$ cat src/yolo_read_macros.svh
`ifndef YOLO_READ_MACROS_SVH
`define YOLO_READ_MACROS_SVH

// datapath geometry
`define N_VECT       4
`define DATAPATH_W   32
`define DATABUS_W    (`N_VECT * `DATAPATH_W)
`define EXT_ADDR_W   32
`define BUS_BYTES    16
`define LEN_W        16
`define W_MEM_ADDR_W 6
`define R_ADDR_W     (`W_MEM_ADDR_W + 2)
`define BIAS_ADDR_W  4
`define CONF_ADDR_W  4

// configuration register map
`define CONF_EXT_ADDR      0
`define CONF_OFFSET        1
`define CONF_LEN           2
`define CONF_INT_ADDR      3
`define CONF_ITER          4
`define CONF_PER           5
`define CONF_START         6
`define CONF_SHIFT         7
`define CONF_INCR          8
`define CONF_BIAS_EXT_ADDR 9
`define CONF_BIAS_INT_ADDR 10
`define CONF_BIAS_START    11

`endif

$ cat src/yolo_read_pkg.sv
`include "yolo_read_macros.svh"

package yolo_read_pkg;

   // cpu configuration write strobe
   typedef struct packed {
      logic                     valid;
      logic [`CONF_ADDR_W-1:0]  addr;
      logic [`EXT_ADDR_W-1:0]   wdata;
   } cpu_wr_t;

   // databus request held until ready
   typedef struct packed {
      logic                     valid;
      logic [`EXT_ADDR_W-1:0]   addr;
   } bus_req_t;

   typedef struct packed {
      logic                     ready;
      logic [`DATABUS_W-1:0]    rdata;
   } bus_resp_t;

   // local memory write port
   typedef struct packed {
      logic                     en;
      logic [`W_MEM_ADDR_W-1:0] addr;
      logic [`DATABUS_W-1:0]    data;
   } mem_wr_t;

   typedef struct packed {
      logic [`R_ADDR_W-1:0]     iter;
      logic [`R_ADDR_W-1:0]     per;
      logic [`R_ADDR_W-1:0]     start;
      logic [`R_ADDR_W-1:0]     shift;
      logic [`R_ADDR_W-1:0]     incr;
   } read_cfg_t;

   // one bus word seen whole or as datapath lanes
   typedef union packed {
      logic [`DATABUS_W-1:0]                   word;
      logic [`N_VECT-1:0][`DATAPATH_W-1:0]     lane;
   } bus_word_u;

endpackage

$ cat src/yolo_bus_merge.sv
`timescale 1ns/1ps
`include "yolo_read_macros.svh"

module yolo_bus_merge import yolo_read_pkg::*; (
   input  bus_req_t  reqs  [`N_VECT+1],
   output bus_resp_t resps [`N_VECT+1],
   output bus_req_t  bus_req,
   input  bus_resp_t bus_resp
);

   logic [`N_VECT:0] grant;

   // lowest index wins, bias engine sits last
   always_comb begin
      logic taken;
      taken = 1'b0;
      grant = '0;
      for (int i = 0; i <= `N_VECT; i++) begin
         if (reqs[i].valid && !taken) begin
            grant[i] = 1'b1;
            taken    = 1'b1;
         end
      end
   end

   always_comb begin
      bus_req = '0;
      for (int i = 0; i <= `N_VECT; i++) begin
         if (grant[i]) bus_req = reqs[i];
      end
   end

   // rdata goes to everyone, ready only to the winner
   always_comb begin
      for (int i = 0; i <= `N_VECT; i++) begin
         resps[i].rdata = bus_resp.rdata;
         resps[i].ready = grant[i] && bus_resp.ready;
      end
   end

endmodule

$ cat config.mk
export PLATFORM = sky130hd
export DESIGN_NAME = yolo_bus_merge
export DESIGN_NICKNAME = d
export VERILOG_FILES = /design/src/yolo_read_pkg.sv /design/src/yolo_bus_merge.sv
export VERILOG_INCLUDE_DIRS = /design/src
export SDC_FILE = /design/constraint.sdc
export NUM_CORES = 1
export LEC_CHECK = 0
export ABC_CLOCK_PERIOD_IN_PS = 1800
export BUFFER_PORTS_ARGS = -buffer_cell sky130_fd_sc_hd__buf_2
export CORE_AREA = 2 2 375 377
export DETAILED_ROUTE_END_ITERATION = 8
export DIE_AREA = 0 0 377 379
export GPL_TIMING_DRIVEN = 0
export PLACE_DENSITY = 0.31
export SYNTH_ARGS = -nofsm -noshare
export SYNTH_HDL_FRONTEND = slang
export SYNTH_SLANG_ARGS = --single-unit
$ cat constraint.sdc
create_clock -name vclk -period 1.8
set_clock_uncertainty 0.05 [all_clocks]
set_input_delay 0.09 -clock vclk [all_inputs]
set_output_delay 0.09 -clock vclk [all_outputs]
set_load 0.02 [all_outputs]
# Word level (Yosys, flattened, before mapping)
# Cells that the tools add are included.
# W data, S select, Z words.
classes:
  addsub: 0
  n_mul: 0
  n_div: 0
  order_cmp: 0
  n_eq_ne: 0
  n_shift: 0
  n_mux: 13
  n_bitwise: 0
  n_reduce_logical: 13
op_table:
  columns: ["cell", "count"]
  rows:
  - ["$mux W33", 5]
  - ["$logic_and A1 B1 Y1", 9]
  - ["$mux W1", 8]
  - ["$logic_not A1 Y1", 4]
word_totals:
  register_bits: 0
  latch_bits: 0
  ramBits: 0
  mem_bits_ro: 0
  inputBits: 294
  word_cells: 26
  mem_count: 0

# Logic depth before layout (Yosys ltp)
# Gate-level depths: netlist of run 1.
logic_depth:
  depth_word: 14
  mapped_depth: 5
  mapped_depth_nobuf: 3

# Worst setup path before layout of run 1
# No wires, ideal clock.
synth_timing:
  kind: "input port to output port"
  start: "input port reqs[98] (netlist bit)"
  end: "output port bus_req[0] (netlist bit)"
  arrival_time_ns: 1.254
  path_slack_ns: 0.406
  cell_stages: 5
  cell_sequence: "buf_2 -> nor2_1 -> clkbuf_1 -> a211oi_1 -> o21ai_0"
synth_rtl:
  columns: ["element", "line_no", "source"]
  rows:
  - ["start, declared", "yolo_bus_merge.sv:5", "input bus_req_t reqs [`N_VECT+1],"]
  - ["end, declared", "yolo_bus_merge.sv:7", "output bus_req_t bus_req,"]

==> summary.md, run 1 <==
| Metric | Value |
|---|---|
| Setup crit start | reqs[164] |
| Fin cells | 3514 |
| Final nets | 1989 |
| Status | finished, final reports clean |
| CP Launch Type | primary input |
| Total iterations of the first detailed-routing run | 4 |
| Post-synthesis cell count | 846 |
| CP endpoint kind | primary output |
| Post-DP HPWL | 52.9 mm |
| Post-Syn Area | 6480 um2 |
| Slew headroom | 0.601 |
| Row Count | 137 |
| Setup CP Type | primary input to primary output |
| Remaining Overflow, GRT | 0 |
| Die area | 143000 um2 |
| Residual DRC count | 0 |
| Worst hold slack | 347 ps |
| Routed length per placed instance | 16.0 um |
| First-pass GRT wire length | 67.3 mm |
| Seq cells | 0 |
| Register area | 0 um2 |
| Die Y-Extent | 379 um |
| Sum Neg Setup Slack | 0 ps |
| Req. time, crit path | 1660 ps |
| CP arrival | 1630 ps |
| Die Wd | 377 um |
| Largest net degree at the start of global routing | 11 |
| Fmax | 566 MHz |
| Synth Area per Inst | 7.66 um2 |
| Final Hold Vio Count | 0 |
| Initial core utilization | 0.0467 |
| Fin util | 0.0949 |
| Drt via density | 2.27 |
| Max-cap viol count | 0 |
| Syn nets | 1140 |
| Sequential area share after synthesis | 0 |
| DRT iter0 DRCs | 139 |
| Antenna Violating Nets Remaining | 0 |
| Share of cells above drive strength 1 | 0.921 |
| Min cycle time layout | 1770 ps |
| Area delta synth->final | 103% |
| Number of global-route vias before repair | 7501 |
| Port buffer count | 842 |
| Slew Limit Fails | 0 |
| Io pins | 972 |
| Hold/Removal Path Class | primary input to primary output |
| Post-synth cell types | 25 |
| Clock buf count | 0 |
| Final Cycle Share | 0.981 |
| Final-layout fill cell count | 16500 |
| Total Wirelength | 56.2 mm |
| Hold_sp | bus_resp[14] |
| Slew @ Worst Pin | 598 ps |
| PwrDens | 284 nW/um2 |
| Synthesis warning total | 0 |
| Placed cell count | 3496 |
| Gr usage total | 0.0700 |
| Final setup fails | 0 |
| Crit path max fanout | 11 |
| Lkg Pwr | 0.00704 uW |
| Core Area | 139000 um2 |
| Peak supply drop | 0.0773 mV |
| DR vias | 7973 |
| Initial antenna violation count | 23 |
| Placer Congestion | 0.795 |
==> critical path, cell delays in order <==
cell	delay (ps)
buf_2	140
or2_2	270
clkbuf_1	130
clkbuf_4	300
a211oi_1	350
o21ai_2	120
buf_2	180
==> logic make-up after synthesis <==
family / share of synthesized area
AO/OA/AOI/OAI: 0.111
buffers and inverters: 0.772
multiplexers: 0.0985
AND/OR/NAND/NOR: 0.0180
==> worst paths after layout <==
check                endpoint  slack [ps]  cells after the start
hold / removal     resps[143]         350                      2
setup / recovery  bus_req[30]          30                      7
==> per-layer routing <==
| metal | part of all wire | routed length (um) | GRT usage | up-vias |
|---|---|---|---|---|
| met2 | 0.51 | 28900 | 0.130 | 510 |
| met1 | 0.38 | 21300 | 0.0801 | 3580 |
| met5 | 0.00046 | 26 | 0 | - |
| li1 | - | - | - | 3846 |
| met3 | 0.086 | 4810 | 0.0176 | 33 |
| met4 | 0.021 | 1210 | 0.0137 | 4 |
==> power by group <==
| part | internal, uW | total, uW | switching (uW) |
|---|---|---|---|
| clock | 0.000434 | 0.000434 | 0 |
| sequential | 0 | 0 | 0 |
| combinational | 1740 | 3740 | 2000 |
==> stage by stage <==
stage	worst slack, ps	total power, uW	instance area (um2)
2_1_floorplan	406	2490	6480
3_3_place_gp	-1210	3770	13000
3_5_place_dp	-824	3760	13000
4_1_cts	1.90	3800	13100
5_1_grt	-0.499	3960	13100
6_report	34.3	3740	13200
==> Yosys cell counts <==
| library cell | instances | area share |
|---|---|---|
| nand3b_1 | 2 | 0.0023 |
| buf_6 | 8 | 0.014 |
| o21ai_1 | 29 | 0.022 |
| nor4_4 | 1 | 0.0033 |
| or2b_1 | 1 | 0.0012 |
| a22o_1 | 2 | 0.0027 |
| nand2_1 | 2 | 0.0012 |
| a22oi_2 | 2 | 0.0039 |
| and3b_1 | 1 | 0.0014 |
| mux2i_1 | 30 | 0.046 |
| and2_1 | 2 | 0.0019 |
| a211oi_1 | 30 | 0.035 |
| clkbuf_1 | 13 | 0.0075 |
| a21oi_1 | 2 | 0.0015 |
| and3_1 | 1 | 0.00097 |
| a2bb2oi_2 | 2 | 0.0046 |
| mux2_2 | 30 | 0.052 |
| nor2_1 | 2 | 0.0012 |
| nor4b_4 | 1 | 0.0037 |
| buf_4 | 640 | 0.74 |
| buf_2 | 11 | 0.0085 |
| or2_2 | 1 | 0.00097 |
| inv_1 | 2 | 0.0012 |
| o21ai_0 | 1 | 0.00077 |
| a32oi_1 | 30 | 0.041 |
==> timing repair <==
item	CTS	global route
gates resized for setup	27	13
setup endpoints to repair	35	8
pin swaps	2	1
hold buffers	0	0
endpoints found under the hold margin	0	0
setup buffers	4	0
==> cell usage in the layout (no fill, tap or decap) <==
cell type,netlist,routed
nor2_1,2,2
a32oi_1,30,28
mux2i_4,0,1
nand2_1,2,2
o21ai_0,1,1
a211oi_1,30,26
nand3b_1,2,2
a2bb2oi_2,2,2
buf_12,0,2
clkbuf_4,0,3
nor4b_4,1,1
a22o_1,2,2
mux2_2,30,30
or2_2,1,1
clkbuf_1,13,6
inv_1,2,2
o21ai_2,0,1
a211oi_2,0,4
diode_2,0,14
mux2i_1,30,28
and3b_1,1,1
buf_6,8,12
clkbuf_2,0,4
a21oi_1,2,2
and2_1,2,2
o21ai_1,29,27
and3_1,1,1
a32oi_2,0,2
a22oi_2,2,2
nor4_4,1,1
buf_4,640,647
mux2i_2,0,1
or2b_1,1,1
buf_2,11,845
o21ai_4,0,1
==> final cells by class <==
class	count	area, um2	share of cell area
Buffer	672	5070	0.385
Antenna cell	14	35.0	0.00266
Inverter	2	7.51	0.000570
Timing Repair Buffer	847	4260	0.323
Tap cell	1807	2260	0.172
Multi-Input combinational cell	172	1540	0.117
(Power assumes the default switching activity.)
==> inputs of run 2 (changes only) <==
CELL_PAD_IN_SITES_DETAIL_PLACEMENT = 1   (was not set)
CELL_PAD_IN_SITES_GLOBAL_PLACEMENT = 2   (was not set)
CORE_AREA = 2 2 381 383   (was 2 2 375 377)
DIE_AREA = 0 0 383 385   (was 0 0 377 379)
PLACE_DENSITY = 0.46   (was 0.31)
==> summary.md, run 2 (synthesized netlist as in run 1, its figures left out) <==
| Metric | Value |
|---|---|
| Status | finished, final reports clean |
| CP cell instances | buf_2 > nor2_1 > clkbuf_4 > a211oi_4 > o21ai_2 > buf_2 |
| Hold/Removal Path Class | primary input to primary output |
| Clock buf count | 0 |
| CP most frequent cell | buf_2 |
| RSZ-0062 raised after global routing | true |
| Pint | 1750 uW |
| Port buffer count | 842 |
| Total iterations of the first detailed-routing run | 4 |
| Switching Fraction | 0.543 |
| Io pins | 972 |
| Total power | 3840 uW |
| Slew headroom | 0.601 |
| Crit-path leading delay family | buffers and inverters |
| Initial core utilization | 0.0453 |
| Peak supply drop | 0.0868 mV |
| Gr usage total | 0.0775 |
| Levels on crit path | 6 |
| PwrDens | 287 nW/um2 |
| Post-DP HPWL | 58.6 mm |
| Slew @ Worst Pin | 599 ps |
| Final Hold Vio Count | 0 |
| Fmax | 579 MHz |
| CP endpoint kind | primary output |
| Largest net degree at the start of global routing | 11 |
| Die Wd | 383 um |
| Most frequent cells in the layout | buf_2, buf_4, mux2_2, mux2i_1, a211oi_1 |
| Register area | 0 um2 |
| Placer Congestion | 0.758 |
| Total Wirelength | 63.0 mm |
| Clock group share of total power | 0 |
| Setup CP Type | primary input to primary output |
| Initial antenna violation count | 21 |
| Final setup fails | 0 |
| Commonest non-fill, non-tap cell in the layout | buf_2 |
| Post-placement worst setup slack | -1310 ps |
| Min cycle time layout | 1730 ps |
| Req. time, crit path | 1660 ps |
| Sw Pwr | 2080 uW |
| CP endpoint | bus_req[20] |
| Crit path setup slack, layout | 73.2 ps |
| DRT iter0 DRCs | 152 |
| Die area | 147000 um2 |
| Max-cap viol count | 0 |
| DR vias | 8097 |
| CP Launch Type | primary input |
| Residual DRC count | 0 |
| Crit path max fanout | 10 |
| Setup crit start | reqs[98] |
| Remaining Overflow, GRT | 0 |
| Core Area | 143000 um2 |
| Row Count | 139 |
| CP max-delay cell | a211oi_4 |
| Drt via density | 2.25 |
| Slew Limit Fails | 0 |
| Lkg Pwr | 0.00707 uW |
| Sequential power share | 0 |
| Worst hold slack | 347 ps |
| Area delta synth->final | 106% |
| Buffers & Inverters on Critical Path | 3 |
| Crit path largest cell delay | 530 ps |
| Logic pwr share | 1.000 |
| Fin util | 0.0935 |
| CP arrival | 1590 ps |
| Sum Neg Setup Slack | 0 ps |
| Share of cells above drive strength 1 | 0.923 |
| Final nets | 1990 |
| Routed length per placed instance | 17.5 um |
| Hold buffers post-CTS | 0 |
| First-pass GRT wire length | 76.1 mm |
| Number of global-route vias before repair | 8054 |
| Die Y-Extent | 385 um |
| Final Cycle Share | 0.959 |
| Antenna Violating Nets Remaining | 0 |
| Seq cells | 0 |
-- run 2: final cells by class --
| type | count | area [um2] |
|---|---|---|
| Timing Repair Buffer | 849 | 4280 |
| Antenna cell | 5 | 12.5 |
| Multi-Input combinational cell | 172 | 1590 |
| Inverter | 2 | 7.51 |
| Buffer | 671 | 5110 |
| Fill cell | 17500 | 130000 |
| Tap cell | 1903 | 2380 |
-- run 2: metal layers --
layer | vias up | global-route usage | wire length [um]
li1 | 3839 | - | -
met1 | 3701 | 0.0865 | 23400
met2 | 493 | 0.145 | 32700
met3 | 52 | 0.0256 | 5890
met4 | 12 | 0.00955 | 898
met5 | - | 0 | 73
-- run 2: power by group through the flow --
stage	Combinational (uW)	Clock, uW	Sequential (uW)
2_1_floorplan	2490	0	0
3_3_place_gp	3850	0	0
3_5_place_dp	3840	0	0
4_1_cts	3920	0	0
5_1_grt	4050	0	0
6_report	3840	0.000307	0
-- run 2: how the worst min path moves through the flow --
| stage | from | to | cells after the start |
|---|---|---|---|
| floorplan | bus_resp[0] | resps[0] | 1 |
| global placement | bus_resp[58] | resps[316] | 2 |
| detailed placement | bus_resp[40] | resps[427] | 2 |
| CTS | bus_resp[40] | resps[427] | 2 |
| global route | bus_resp[50] | resps[308] | 2 |
| finish | bus_resp[13] | resps[271] | 2 |
-- run 2: stage by stage --
step,std cells,instance area (um2)
after detailed placement,3591,13100
after floorplan,846,6480
final,3602,13400
after global placement,3591,13100
after CTS,3597,13300
after global routing,3597,13400
-- run 2: repair_timing --
item,CTS,global route
resized for setup,50,11
pin swaps,4,1
setup endpoints to repair,36,12
setup buffers,7,0
==> inputs of run 3 (changes only) <==
ABC_AREA = 1   (was not set)
CORE_AREA = 2 2 379 381   (was 2 2 381 383)
DIE_AREA = 0 0 381 383   (was 0 0 383 385)
PLACE_DENSITY = 0.48   (was 0.46)
==> summary.md, run 3 <==
| Metric | Value |
|---|---|
| Commonest non-fill, non-tap cell in the layout | buf_2 |
| GR Util met1 | 0.0847 |
| Top cell type's share of synthesized area | 0.783 |
| Max-cap viol count | 0 |
| Req. time, crit path | 1660 ps |
| Crit path max fanout | 10 |
| Final Hold Vio Count | 0 |
| Synthesis warning total | 0 |
| Synth Area in Adders | 0 |
| Largest net degree at the start of global routing | 12 |
| Hold buffers post-CTS | 0 |
| CP Launch Type | primary input |
| Multi-input logic area | 1200 um2 |
| Die Wd | 381 um |
| CP arrival | 1530 ps |
| Final Cycle Share | 0.927 |
| Gr usage total | 0.0721 |
| Post-synth cell types | 15 |
| Post-synthesis simple-gate area fraction | 0.183 |
| Lkg Pwr | 0.00735 uW |
| Placer Congestion | 0.740 |
| Synth Area per Inst | 6.41 um2 |
| Min cycle time layout | 1670 ps |
| CP cell instances | buf_16 > clkinvlp_4 > buf_4 > buf_8 > nand3_1 > nand2_1 > nor2_1 > nand3_1 > buf_2 |
| Total Wirelength | 57.5 mm |
| First-pass GRT wire length | 71.8 mm |
| Most frequent cells in the layout | buf_2, buf_4, nand2_1, nand3_1, nor2_1 |
| Post-DP HPWL | 53.3 mm |
| CP most frequent cell | nand3_1 |
| Most frequent cell after synthesis | buf_4 |
| Hold/Removal Path Class | primary input to primary output |
| Met3 Usage GRT | 0.0176 |
| Slew Limit Fails | 0 |
| Final-layout fill cell count | 17600 |
| Post-synthesis mux area share | 0 |
| Die area | 146000 um2 |
| Top area cells in the synthesized netlist | buf_4, nand2_1, nand3_1 |
| Compound-gate portion of the synthesized area | 0 |
| CP endpoint kind | primary output |
| Commonest cells post-synth | buf_4, nand2_1, nor2_1 |
| Residual DRC count | 0 |
| CP max-delay cell | nor2_1 |
| Row Count | 139 |
| Largest family of logic cells by synthesized area | buffers and inverters |
| Post-Syn Area | 6200 um2 |
| Core Area | 142000 um2 |
| Register area | 0 um2 |
| Routed length per placed instance | 15.5 um |
| RSZ-0062 raised after global routing | true |
| Setup CP Type | primary input to primary output |
| Initial core utilization | 0.0436 |
| Antenna Violating Nets Remaining | 0 |
| Grt peak-use layer | met2 |
| Fin util | 0.0917 |
| Area delta synth->final | 110% |
| Worst hold slack | 348 ps |
| Initial antenna violation count | 16 |
| Post-route cell area | 13000 um2 |
| Cell taking the most area after synthesis | buf_4 |
| Fmax | 599 MHz |
| Met2 Usage GRT | 0.137 |
| Post-synthesis cell count | 967 |
| Slew headroom | 0.576 |
| Port buffer count | 842 |
| Seq cells | 0 |
| Share of cells above drive strength 1 | 0.838 |
| Drt via density | 2.19 |
| Placed cell area | 12800 um2 |
| Slew @ Worst Pin | 636 ps |
| PwrDens | 278 nW/um2 |
| Crit path largest cell delay | 250 ps |
| XOR/XNOR Fraction of Synth Area | 0 |
| Final setup fails | 0 |
| Status | finished, final reports clean |
| Peak supply drop | 0.0792 mV |
| Syn nets | 1261 |
| Total iterations of the first detailed-routing run | 4 |
| Sequential area share after synthesis | 0 |
| Io pins | 972 |
| Clock buf count | 0 |
| DRT iter0 DRCs | 92 |
| Remaining Overflow, GRT | 0 |
| Number of global-route vias before repair | 7937 |
| DR vias | 8140 |
| Final nets | 2111 |
| Die Y-Extent | 383 um |
run 3: cell types whose count changed in the layout (fill, tap and decap cells not counted), sizes merged, moves of 35 or more:
| cell | previous run | this run |
|---|---|---|
| inv | 2 | 37 |
| nand2 | 2 | 132 |
| nand3 | 0 | 65 |
| nor2 | 2 | 69 |
run 3: final timing paths:
| path | from | end | slack (ps) | cells past startpoint |
|---|---|---|---|---|
| max | reqs[164] | bus_req[20] | 130 | 9 |
| min | bus_resp[34] | resps[421] | 350 | 2 |
run 3: layer usage:
metal	wire length (um)	share of wire	vias to the layer above
met5	18	0.00031	-
met4	404	0.0070	4
met3	4350	0.076	12
met2	30200	0.52	461
met1	22600	0.39	3683
li1	-	-	3980
run 3: final cells by class:
| class | instances | area share |
|---|---|---|
| diodes | 3 | 0.000576 |
| plain buffers | 658 | 0.383 |
| inverters | 38 | 0.0112 |
| multi-input cells | 269 | 0.0917 |
| well taps | 1903 | 0.183 |
| repair buffers | 850 | 0.331 |
run 3: cell families (layout without fill, tap and decap cells):
| logic type | count (synthesis) | after routing |
|---|---|---|
| other | 0 | 3 |
| buffers and inverters | 698 | 1546 |
| AND/OR/NAND/NOR | 269 | 269 |
run 3: power by group:
| group | internal (uW) | switching, uW | total (uW) |
|---|---|---|---|
| registers | 0 | 0 | 0 |
| logic | 1660 | 1970 | 3620 |
| clock network | 0.0000304 | 0 | 0.0000304 |
| total | 1660 | 1970 | 3620 |
run 3: critical path, delay by kind of cell:
family / cells / cell delay, ps
buffers and inverters: 5 / 780
AND/OR/NAND/NOR: 4 / 560
run 3: repair_timing:
action                                  CTS  global route
setup buffers                             9             0
pin swaps                                 4             1
endpoints found under the setup margin   33             6
gates resized for setup                  36             8
run 3: through the flow:
step / setup WS, ps / power (uW) / setup TNS [ps] / std cells
5_1_grt: -6.03 / 3860 / -6.03 / 3718
6_report: 131 / 3620 / 0 / 3721
2_1_floorplan: 727 / 2380 / 0 / 967
4_1_cts: -16.9 / 3720 / -30.9 / 3718
3_5_place_dp: -1260 / 3670 / -17160 / 3712
3_3_place_gp: -1210 / 3670 / -18090 / 3712
